===== src/disp_pkg.sv =====
package disp_pkg;

    localparam int DIGITS   = 8;
    localparam int DIGIT_W  = $clog2(DIGITS);
    localparam int SCAN_DIV = 4;                // clocks per digit
    localparam int SCAN_W   = $clog2(SCAN_DIV);

    localparam logic [3:0] SEP_CODE = 4'hf;     // drawn as a dash

    // display sources
    localparam logic [1:0] SRC_USAGE  = 2'd0;
    localparam logic [1:0] SRC_BOOST  = 2'd1;
    localparam logic [1:0] SRC_REMIND = 2'd2;

    // written field by field, scanned digit by digit
    typedef union packed {
        struct packed {
            logic [3:0] hr_tens;
            logic [3:0] hr_units;
            logic [3:0] sep_hm;
            logic [3:0] min_tens;
            logic [3:0] min_units;
            logic [3:0] sep_ms;
            logic [3:0] sec_tens;
            logic [3:0] sec_units;
        } fields;
        logic [DIGITS-1:0][3:0] digit;          // digit 7 is leftmost
    } disp_word_t;

    // segment bus is {dp, g, f, e, d, c, b, a}, active high
    function automatic logic [7:0] seg_lookup(input logic [3:0] code);
        case (code)
            4'd0:     return 8'h3f;
            4'd1:     return 8'h06;
            4'd2:     return 8'h5b;
            4'd3:     return 8'h4f;
            4'd4:     return 8'h66;
            4'd5:     return 8'h6d;
            4'd6:     return 8'h7d;
            4'd7:     return 8'h07;
            4'd8:     return 8'h7f;
            4'd9:     return 8'h6f;
            SEP_CODE: return 8'h40;             // middle bar only
            default:  return 8'h00;
        endcase
    endfunction

endpackage


===== src/hood_pkg.sv =====
package hood_pkg;

    //////////////////////////////////////////////////
    // panel mode codes
    localparam logic [2:0] MODE_IDLE        = 3'd0;
    localparam logic [2:0] MODE_LOW         = 3'd1;
    localparam logic [2:0] MODE_HIGH        = 3'd2;
    localparam logic [2:0] MODE_BOOST       = 3'd3;
    localparam logic [2:0] MODE_SHOW_REMIND = 3'd5;

    // bit positions in the button vector
    localparam int BTN_UP    = 0;
    localparam int BTN_LEFT  = 1;
    localparam int BTN_RIGHT = 2;
    localparam int BTN_DOWN  = 3;

    //////////////////////////////////////////////////
    // timing
    localparam int TICK_DIV = 16;              // sim value, real board uses clock rate
    localparam int TICK_W   = $clog2(TICK_DIV);

    localparam int BOOST_MIN = 1;              // boost runs for one minute

    // time field limits and widths
    localparam int SEC_LIMIT       = 60;
    localparam int MIN_LIMIT       = 60;
    localparam int HR_LIMIT        = 24;
    localparam int REMIND_HR_RESET = 10;

    localparam int FIELD_W = 6;
    localparam int HR_W    = 5;
    localparam int TOTAL_W = 17;               // one day in seconds fits

endpackage

===== src/hood_timer_top.sv =====
`timescale 1ns/1ns

module hood_timer_top
    import hood_pkg::*;
    import disp_pkg::*;
(
    input  logic       clk,
    input  logic       rst,
    input  logic [2:0] mode_state,
    input  logic       menu_btn,
    input  logic       hand_clean,
    input  logic [3:0] btn,
    input  logic       machine_state,
    output logic [7:0] seg,
    output logic [7:0] tube_sel,
    output logic       return_state,
    output logic       boost_enabled,
    output logic       menu_pressed,
    output logic       need_clean
);

    logic               tick;
    logic [3:0]         btn_rise;
    logic               power_on_rise;
    logic [HR_W-1:0]    usage_hr;
    logic [FIELD_W-1:0] usage_min;
    logic [FIELD_W-1:0] usage_sec;
    logic [FIELD_W-1:0] boost_min;
    logic [FIELD_W-1:0] boost_sec;
    logic [HR_W-1:0]    rem_hr;
    logic [FIELD_W-1:0] rem_min;
    logic [FIELD_W-1:0] rem_sec;
    disp_word_t         disp_word;

    //////////////////////////////////////////////////
    // panel and time sources
    panel_input panel_i (
        .clk(clk), .rst(rst), .btn(btn), .machine_state(machine_state),
        .tick(tick), .btn_rise(btn_rise), .power_on_rise(power_on_rise)
    );

    usage_timer usage_i (
        .clk(clk), .rst(rst), .tick(tick), .mode_state(mode_state),
        .hand_clean(hand_clean),
        .usage_hr(usage_hr), .usage_min(usage_min), .usage_sec(usage_sec)
    );

    boost_timer boost_i (
        .clk(clk), .rst(rst), .tick(tick), .mode_state(mode_state),
        .menu_btn(menu_btn), .power_on_rise(power_on_rise),
        .boost_min(boost_min), .boost_sec(boost_sec),
        .boost_enabled(boost_enabled), .menu_pressed(menu_pressed),
        .return_state(return_state)
    );

    reminder_set remind_i (
        .clk(clk), .rst(rst), .btn_rise(btn_rise),
        .machine_state(machine_state), .power_on_rise(power_on_rise),
        .usage_hr(usage_hr), .usage_min(usage_min), .usage_sec(usage_sec),
        .rem_hr(rem_hr), .rem_min(rem_min), .rem_sec(rem_sec),
        .need_clean(need_clean)
    );

    // display path
    display_select select_i (
        .clk(clk), .rst(rst), .mode_state(mode_state),
        .usage_hr(usage_hr), .usage_min(usage_min), .usage_sec(usage_sec),
        .boost_min(boost_min), .boost_sec(boost_sec),
        .rem_hr(rem_hr), .rem_min(rem_min), .rem_sec(rem_sec),
        .disp_word(disp_word)
    );

    seg_scan scan_i (
        .clk(clk), .rst(rst), .disp_word(disp_word),
        .seg(seg), .tube_sel(tube_sel)
    );

endmodule


===== src/seg_scan.sv =====
`timescale 1ns/1ns

module seg_scan
    import disp_pkg::*;
(
    input  logic              clk,
    input  logic              rst,
    input  disp_word_t        disp_word,
    output logic [7:0]        seg,
    output logic [DIGITS-1:0] tube_sel
);

    logic [SCAN_W-1:0]  scan_cnt;
    logic [DIGIT_W-1:0] digit_idx;

    //////////////////////////////////////////////////
    // digit rotation
    always_ff @(posedge clk or negedge rst) begin
        if (!rst) begin
            scan_cnt  <= '0;
            digit_idx <= '0;
        end else if (scan_cnt == SCAN_W'(SCAN_DIV - 1)) begin
            scan_cnt <= '0;
            if (digit_idx == DIGIT_W'(DIGITS - 1))
                digit_idx <= '0;
            else
                digit_idx <= digit_idx + 1'b1;
        end else begin
            scan_cnt <= scan_cnt + 1'b1;
        end
    end

    // enable and pattern both come from the same index
    assign tube_sel = DIGITS'(1) << digit_idx;
    assign seg      = seg_lookup(disp_word.digit[digit_idx]);  // dp stays off

endmodule


===== src/display_select.sv =====
`timescale 1ns/1ns

module display_select
    import hood_pkg::*;
    import disp_pkg::*;
(
    input  logic               clk,
    input  logic               rst,
    input  logic [2:0]         mode_state,
    input  logic [HR_W-1:0]    usage_hr,
    input  logic [FIELD_W-1:0] usage_min,
    input  logic [FIELD_W-1:0] usage_sec,
    input  logic [FIELD_W-1:0] boost_min,
    input  logic [FIELD_W-1:0] boost_sec,
    input  logic [HR_W-1:0]    rem_hr,
    input  logic [FIELD_W-1:0] rem_min,
    input  logic [FIELD_W-1:0] rem_sec,
    output disp_word_t         disp_word
);

    logic [1:0] src;
    disp_word_t usage_word;
    disp_word_t boost_word;
    disp_word_t rem_word;

    function automatic disp_word_t to_word(input logic [HR_W-1:0]    hr,
                                           input logic [FIELD_W-1:0] mn,
                                           input logic [FIELD_W-1:0] sc);
        disp_word_t w;
        w.fields.hr_tens   = 4'(hr / 10);
        w.fields.hr_units  = 4'(hr % 10);
        w.fields.sep_hm    = SEP_CODE;
        w.fields.min_tens  = 4'(mn / 10);
        w.fields.min_units = 4'(mn % 10);
        w.fields.sep_ms    = SEP_CODE;
        w.fields.sec_tens  = 4'(sc / 10);
        w.fields.sec_units = 4'(sc % 10);
        return w;
    endfunction

    assign usage_word = to_word(usage_hr, usage_min, usage_sec);
    assign boost_word = to_word(HR_W'(0), boost_min, boost_sec);  // countdown shows 00 hours
    assign rem_word   = to_word(rem_hr, rem_min, rem_sec);

    // mode picks who owns the display
    always_ff @(posedge clk or negedge rst) begin
        if (!rst) begin
            src <= SRC_USAGE;
        end else begin
            case (mode_state)
                MODE_LOW, MODE_HIGH: src <= SRC_USAGE;
                MODE_BOOST:          src <= SRC_BOOST;
                MODE_SHOW_REMIND:    src <= SRC_REMIND;
                MODE_IDLE:           src <= src;   // idle keeps the last view
                default:             src <= src;
            endcase
        end
    end

    always_ff @(posedge clk) begin
        case (src)
            SRC_BOOST:  disp_word <= boost_word;
            SRC_REMIND: disp_word <= rem_word;
            default:    disp_word <= usage_word;
        endcase
    end

endmodule


===== src/reminder_set.sv =====
`timescale 1ns/1ns

module reminder_set
    import hood_pkg::*;
(
    input  logic               clk,
    input  logic               rst,
    input  logic [3:0]         btn_rise,
    input  logic               machine_state,
    input  logic               power_on_rise,
    input  logic [HR_W-1:0]    usage_hr,
    input  logic [FIELD_W-1:0] usage_min,
    input  logic [FIELD_W-1:0] usage_sec,
    output logic [HR_W-1:0]    rem_hr,
    output logic [FIELD_W-1:0] rem_min,
    output logic [FIELD_W-1:0] rem_sec,
    output logic               need_clean
);

    logic               adjust;
    logic [2:0]         pos;        // 0 is second units, 5 is hour tens
    logic [1:0]         fsel;
    logic [6:0]         step;
    logic [6:0]         limit;
    logic [6:0]         cur;
    logic [6:0]         inc_val;
    logic [6:0]         dec_val;
    logic [6:0]         new_val;
    logic [TOTAL_W-1:0] usage_total;
    logic [TOTAL_W-1:0] rem_total;

    function automatic logic [TOTAL_W-1:0] to_seconds(input logic [HR_W-1:0]    hr,
                                                      input logic [FIELD_W-1:0] mn,
                                                      input logic [FIELD_W-1:0] sc);
        return TOTAL_W'(hr) * TOTAL_W'(SEC_LIMIT * MIN_LIMIT)
             + TOTAL_W'(mn) * TOTAL_W'(SEC_LIMIT)
             + TOTAL_W'(sc);
    endfunction

    //////////////////////////////////////////////////
    // selected field and its wrapped neighbours
    assign fsel = pos[2:1];                 // 0 sec, 1 min, 2 hr
    assign step = pos[0] ? 7'd10 : 7'd1;    // odd positions are tens

    always_comb begin
        case (fsel)
            2'd0: begin
                cur   = 7'(rem_sec);
                limit = 7'(SEC_LIMIT);
            end
            2'd1: begin
                cur   = 7'(rem_min);
                limit = 7'(MIN_LIMIT);
            end
            default: begin
                cur   = 7'(rem_hr);
                limit = 7'(HR_LIMIT);
            end
        endcase
    end

    // each field wraps on its own, no carry
    assign inc_val = (cur + step >= limit) ? cur + step - limit : cur + step;
    assign dec_val = (cur < step) ? cur + limit - step : cur - step;
    assign new_val = btn_rise[BTN_RIGHT] ? inc_val : dec_val;

    always_ff @(posedge clk or negedge rst) begin
        if (!rst) begin
            rem_hr  <= HR_W'(REMIND_HR_RESET);
            rem_min <= '0;
            rem_sec <= '0;
            adjust  <= 1'b0;
            pos     <= '0;
        end else if (power_on_rise) begin
            rem_hr  <= HR_W'(REMIND_HR_RESET);
            rem_min <= '0;
            rem_sec <= '0;
            adjust  <= 1'b0;
            pos     <= '0;
        end else begin
            if (btn_rise[BTN_DOWN] && machine_state)
                adjust <= ~adjust;

            if (adjust) begin
                if (btn_rise[BTN_UP])
                    pos <= (pos == 3'd5) ? 3'd0 : pos + 3'd1;

                if (btn_rise[BTN_RIGHT] || btn_rise[BTN_LEFT]) begin
                    case (fsel)
                        2'd0:    rem_sec <= FIELD_W'(new_val);
                        2'd1:    rem_min <= FIELD_W'(new_val);
                        default: rem_hr  <= HR_W'(new_val);
                    endcase
                end
            end
        end
    end

    //////////////////////////////////////////////////
    // cleaning flag
    assign usage_total = to_seconds(usage_hr, usage_min, usage_sec);
    assign rem_total   = to_seconds(rem_hr, rem_min, rem_sec);

    always_ff @(posedge clk or negedge rst) begin
        if (!rst)
            need_clean <= 1'b0;
        else
            need_clean <= machine_state && (usage_total >= rem_total);
    end

endmodule


===== src/boost_timer.sv =====
`timescale 1ns/1ns

module boost_timer
    import hood_pkg::*;
(
    input  logic               clk,
    input  logic               rst,
    input  logic               tick,
    input  logic [2:0]         mode_state,
    input  logic               menu_btn,
    input  logic               power_on_rise,
    output logic [FIELD_W-1:0] boost_min,
    output logic [FIELD_W-1:0] boost_sec,
    output logic               boost_enabled,
    output logic               menu_pressed,
    output logic               return_state
);

    logic active;
    logic at_zero;

    assign active  = (mode_state == MODE_BOOST) && boost_enabled;
    assign at_zero = (boost_min == '0) && (boost_sec == '0);

    //////////////////////////////////////////////////
    // one-shot countdown, re-armed only by power-on
    always_ff @(posedge clk or negedge rst) begin
        if (!rst) begin
            boost_min     <= FIELD_W'(BOOST_MIN);
            boost_sec     <= '0;
            boost_enabled <= 1'b1;
            menu_pressed  <= 1'b0;
            return_state  <= 1'b0;
        end else if (power_on_rise) begin
            boost_min     <= FIELD_W'(BOOST_MIN);
            boost_sec     <= '0;
            boost_enabled <= 1'b1;
            menu_pressed  <= 1'b0;
            return_state  <= 1'b0;
        end else if (active) begin
            if (menu_btn)
                menu_pressed <= 1'b1;       // user wants idle at the end

            if (tick) begin
                if (at_zero) begin
                    // spent, countdown holds from here on
                    boost_enabled <= 1'b0;
                    return_state  <= ~menu_pressed;
                end else if (boost_sec == '0) begin
                    boost_min <= boost_min - 1'b1;
                    boost_sec <= FIELD_W'(SEC_LIMIT - 1);
                end else begin
                    boost_sec <= boost_sec - 1'b1;
                end
            end
        end
    end

endmodule


===== src/usage_timer.sv =====
`timescale 1ns/1ns

module usage_timer
    import hood_pkg::*;
(
    input  logic               clk,
    input  logic               rst,
    input  logic               tick,
    input  logic [2:0]         mode_state,
    input  logic               hand_clean,
    output logic [HR_W-1:0]    usage_hr,
    output logic [FIELD_W-1:0] usage_min,
    output logic [FIELD_W-1:0] usage_sec
);

    logic running;

    // only the fan speeds count as use, boost does not
    assign running = (mode_state == MODE_LOW) || (mode_state == MODE_HIGH);

    always_ff @(posedge clk or negedge rst) begin
        if (!rst) begin
            usage_hr  <= '0;
            usage_min <= '0;
            usage_sec <= '0;
        end else if (hand_clean) begin      // manual clean wins over the tick
            usage_hr  <= '0;
            usage_min <= '0;
            usage_sec <= '0;
        end else if (tick && running) begin
            if (usage_sec == FIELD_W'(SEC_LIMIT - 1)) begin
                usage_sec <= '0;
                if (usage_min == FIELD_W'(MIN_LIMIT - 1)) begin
                    usage_min <= '0;
                    if (usage_hr == HR_W'(HR_LIMIT - 1))
                        usage_hr <= '0;     // wraps after a day
                    else
                        usage_hr <= usage_hr + 1'b1;
                end else begin
                    usage_min <= usage_min + 1'b1;
                end
            end else begin
                usage_sec <= usage_sec + 1'b1;
            end
        end
    end

endmodule


===== src/panel_input.sv =====
`timescale 1ns/1ns

module panel_input
    import hood_pkg::*;
(
    input  logic       clk,
    input  logic       rst,
    input  logic [3:0] btn,
    input  logic       machine_state,
    output logic       tick,
    output logic [3:0] btn_rise,
    output logic       power_on_rise
);

    logic [TICK_W-1:0] tick_cnt;
    logic [3:0]        btn_s1;
    logic [3:0]        btn_s2;
    logic [3:0]        btn_s3;
    logic              ms_prev;

    //////////////////////////////////////////////////
    // one second prescaler
    always_ff @(posedge clk or negedge rst) begin
        if (!rst) begin
            tick_cnt <= '0;
            tick     <= 1'b0;
        end else begin
            tick <= (tick_cnt == TICK_W'(TICK_DIV - 1));
            if (tick_cnt == TICK_W'(TICK_DIV - 1))
                tick_cnt <= '0;
            else
                tick_cnt <= tick_cnt + 1'b1;
        end
    end

    // two stage sync, then a registered edge pulse
    always_ff @(posedge clk or negedge rst) begin
        if (!rst) begin
            btn_s1   <= '0;
            btn_s2   <= '0;
            btn_s3   <= '0;
            btn_rise <= '0;
        end else begin
            btn_s1   <= btn;
            btn_s2   <= btn_s1;
            btn_s3   <= btn_s2;
            btn_rise <= btn_s2 & ~btn_s3;
        end
    end

    // power-on pulse shared by boost and reminder
    always_ff @(posedge clk or negedge rst) begin
        if (!rst) begin
            ms_prev       <= 1'b0;
            power_on_rise <= 1'b0;
        end else begin
            ms_prev       <= machine_state;
            power_on_rise <= machine_state & ~ms_prev;
        end
    end

endmodule


===== config.mk =====
export PLATFORM = sky130hd
export DESIGN_NAME = hood_timer_top
export DESIGN_NICKNAME = d
export VERILOG_FILES = /design/src/disp_pkg.sv /design/src/hood_pkg.sv /design/src/hood_timer_top.sv /design/src/seg_scan.sv /design/src/display_select.sv /design/src/reminder_set.sv /design/src/boost_timer.sv /design/src/usage_timer.sv /design/src/panel_input.sv
export SDC_FILE = /design/constraint.sdc
export NUM_CORES = 1
export LEC_CHECK = 0
export BUFFER_PORTS_ARGS = -buffer_cell sky130_fd_sc_hd__clkbuf_2
export CAP_MARGIN = 25
export CORE_UTILIZATION = 65
export CTS_CLUSTER_DIAMETER = 40
export DETAILED_ROUTE_END_ITERATION = 6
export GPL_TIMING_DRIVEN = 0
export PLACE_DENSITY_LB_ADDON = 0.25
export SETUP_SLACK_MARGIN = 0.15
export SLEW_MARGIN = 20
export SYNTH_ARGS = -nofsm -noshare
export SYNTH_HDL_FRONTEND = slang
export SYNTH_SLANG_ARGS = --single-unit

===== constraint.sdc =====
create_clock -name clk -period 15 [get_ports clk]
set_clock_uncertainty 0.15 [all_clocks]
set_input_delay 1.5 -clock clk [delete_from_list [all_inputs] [get_ports clk]]
set_output_delay 1.5 -clock clk [all_outputs]
set_load 0.01 [all_outputs]

==> metrics.md <==
| Metric | Value |
|---|---|
| Status | `complete, but fails checks` |
| Failing checks | `design-rule violations` |
| Crit path max fanout | `8` |
| CTS Buf Count | `9` |
| Power density over the cells | `101 nW/µm²` |
| Initial DRT Pass Iterations | `7` |
| Most frequent cells in the layout | `169 x ha_1, 136 x inv_1, 95 x a21oi_1, 84 x nor2_1, 80 x dfrtp_1` |
| Maximum clock frequency | `161 MHz` |
| Clock sinks | `104` |
| Number of synthesized register bits | `104` |
| Hold WC Path Type | `flip-flop to flip-flop` |
| Most common cell after layout, fill and taps aside | `ha_1` |
| Final worst path period share | `41.3%` |
| Drt drc | `2` |
| LEAKAGE | `0.00523 µW` |
| First-pass GRT wire length | `36,800 µm` |
| Netlist cell types | `65` |
| Port Buf Inserts | `30` |
| Worst setup EP type | `flip-flop` |
| Worst-path clk slew | `80 ps` |
| RSZ-0062 raised after global routing | `no` |
| Area delta synth->final | `7.31%` |
| Nets | `1,396` |
| Register area share after synthesis | `25.0%` |
| Fraction of registers with async set/reset | `80.8%` |
| Io pins | `32` |
| Initial DRC Count | `535` |
| Worst reg2reg setup slack | `8800 ps` |
| Vias in the first global route | `7,799` |
| Chip width | `126 µm` |
| Final wirelength | `21,800 µm` |
| Top_reg_cell synth | `dfrtp_1` |
| Root Driver | `clkbuf_16` |
| Hold_buf cts | `0` |
| Antenna violations before repair | `0` |
| Gr ovfl total | `0` |
| Critical-path top delay cell | `dfrtp_1` |
| Vias per inst | `5.92` |
| Syn Nets | `1,355` |
| Final Critical Period | `6200 ps` |
| Mapped Cells | `1,141` |
| Fin. Hold Viols | `0` |
| CP Class | `flip-flop to flip-flop` |
| Largest net degree at the start of global routing | `85` |
| Post-route ant nets | `0` |
| Power Total | `1080 µW` |
| EDFF count, synth | `0` |
| Number of diodes | `0` |
| Peak supply drop | `0.0696 mV` |
| CTS resizes | `0` |
| Gr usage total | `28.7%` |
| Worst Tran Pin Value | `859 ps` |
| Synth Area per Inst | `8.79 µm²` |
| Die area | `15,900 µm²` |
| Final setup fails | `0` |
| CTS tree | `yes` |
| CP peak stage delay | `530 ps` |
| Synthesized area | `10,000 µm²` |
| Crit-path leading delay family | `adder cells` |
| Bufs and invs on worst path | `2` |
| # rows | `45` |
| Share of cells above drive strength 1 | `6.15%` |
| GP Congestion | `0.957` |
| Max Cap Violations | `0` |
| H-tree levels | `3` |
| CTS Buffer Depth | `2` |
| Drt wl/cell | `15.8 µm` |
| Total negative slack | `0 ps` |
| Fin. max-slew vios | `0` |
| Die height | `126 µm` |
| Synth warn | `0` |
| Initial core utilization | `66.2%` |
| Core Footprint | `15,100 µm²` |
| # Post-CTS Setup Buffers | `0` |
| Slew HR | `42.6%` |
| Worst-Skew Late Latency | `360 ps` |
| CP Launch Type | `flip-flop` |
| Via Count | `8,144` |
| Crit path DAT | `6300 ps` |
| Hpwl dp | `16,800 µm` |
| Worst Path Required | `15,100 ps` |
[area by class of cell]
| type | instances | area, µm² |
|---|---|---|
| flip-flops and latches | 104 | 2510 |
| clock inverters | 7 | 103 |
| multi-input cells | 872 | 6890 |
| clock buffers | 9 | 225 |
| fillers | 1186 | 4390 |
| plain buffers | 29 | 124 |
| well taps | 188 | 235 |
| inverters | 136 | 510 |
| repair buffers | 30 | 159 |
[cells by family after synthesis]
family | synth area share [%]
xor gates and xnor gates | 5.50
DFF | 25.0
buffers and inverters | 6.33
and+or+nand+nor | 12.4
AOI/OAI and AO/OA | 19.9
adders and majority gates | 27.7
other | 0.0374
muxes | 3.10
[layer usage]
layer / routed length (µm) / GRT usage (%)
met1: 9940 / 39.0
met2: 10200 / 47.5
met5: 0 / 0
met4: 446 / 7.02
met3: 1190 / 5.01
[through the flow]
step / util [%] / hold slack, ps / setup slack, ps / area (µm²) / std cells
after floorplan: - / 181 / 9360 / 10000 / 1141
final: 71.0 / 201 / 8800 / 10800 / 1375
after detailed placement: 68.9 / 185 / 8810 / 10400 / 1359
after global placement: 68.7 / 183 / 8900 / 10400 / 1359
after CTS: 71.0 / 202 / 8760 / 10800 / 1375
after global routing: 71.0 / 209 / 8430 / 10800 / 1375
[path summary, 6_finish.rpt]
| path | startpoint | endpoint | cells past startpoint |
|---|---|---|---|
| hold reg to reg | panel_i.btn_s1[2] | panel_i.btn_s2[2] | 0 |
| max in group asynchronous | rst | panel_i.btn_s3[1] | 1 |
| min in group asynchronous | rst | remind_i.pos[1] | 1 |
| setup / recovery | usage_i.usage_min[3] | remind_i.need_clean | 26 |
| setup reg to reg | usage_i.usage_min[3] | remind_i.need_clean | 26 |
| hold / removal | panel_i.btn_s1[2] | panel_i.btn_s2[2] | 0 |
[sequential cells by signal, indices dropped and copies added, names as in the netlist, 2 cells and up]
name / cells
remind_i.rem_min: 6
remind_i.rem_sec: 6
panel_i.btn_s3: 4
usage_i.usage_hr: 5
select_i.disp_word: 20
boost_i.boost_min: 6
panel_i.tick_cnt: 4
panel_i.btn_rise: 4
usage_i.usage_min: 6
remind_i.pos: 3
panel_i.btn_s2: 4
boost_i.boost_sec: 6
usage_i.usage_sec: 6
scan_i.digit_idx: 3
panel_i.btn_s1: 4
scan_i.scan_cnt: 2
remind_i.rem_hr: 5
select_i.src: 2
[cells in the mapped netlist, drive strengths merged, types with 12 or more instances]
cell type	number	area, µm²
nand2	65	244
a211oi	17	128
nor2b	20	125
a21o	21	158
xnor2	46	403
buf	12	60.1
fa	33	661
o21bai	13	97.6
clkbuf	17	63.8
ha	169	2110
xor2	17	149
o21a	13	98.9
mux2i	25	250
dfxtp	20	400
a21oi	95	475
nand2b	16	100
nor3	14	70.1
o21ai	77	385
nand3	18	90.1
dfrtp	80	2000
inv	136	510
nor2	84	315
[report_power, final]
| part | switching, µW | internal (µW) |
|---|---|---|
| Combinational | 284 | 203 |
| Sequential | 27.9 | 305 |
| Clock | 115 | 149 |
| Total | 427 | 656 |
Note: power is estimated with default switching activity, not from simulation.
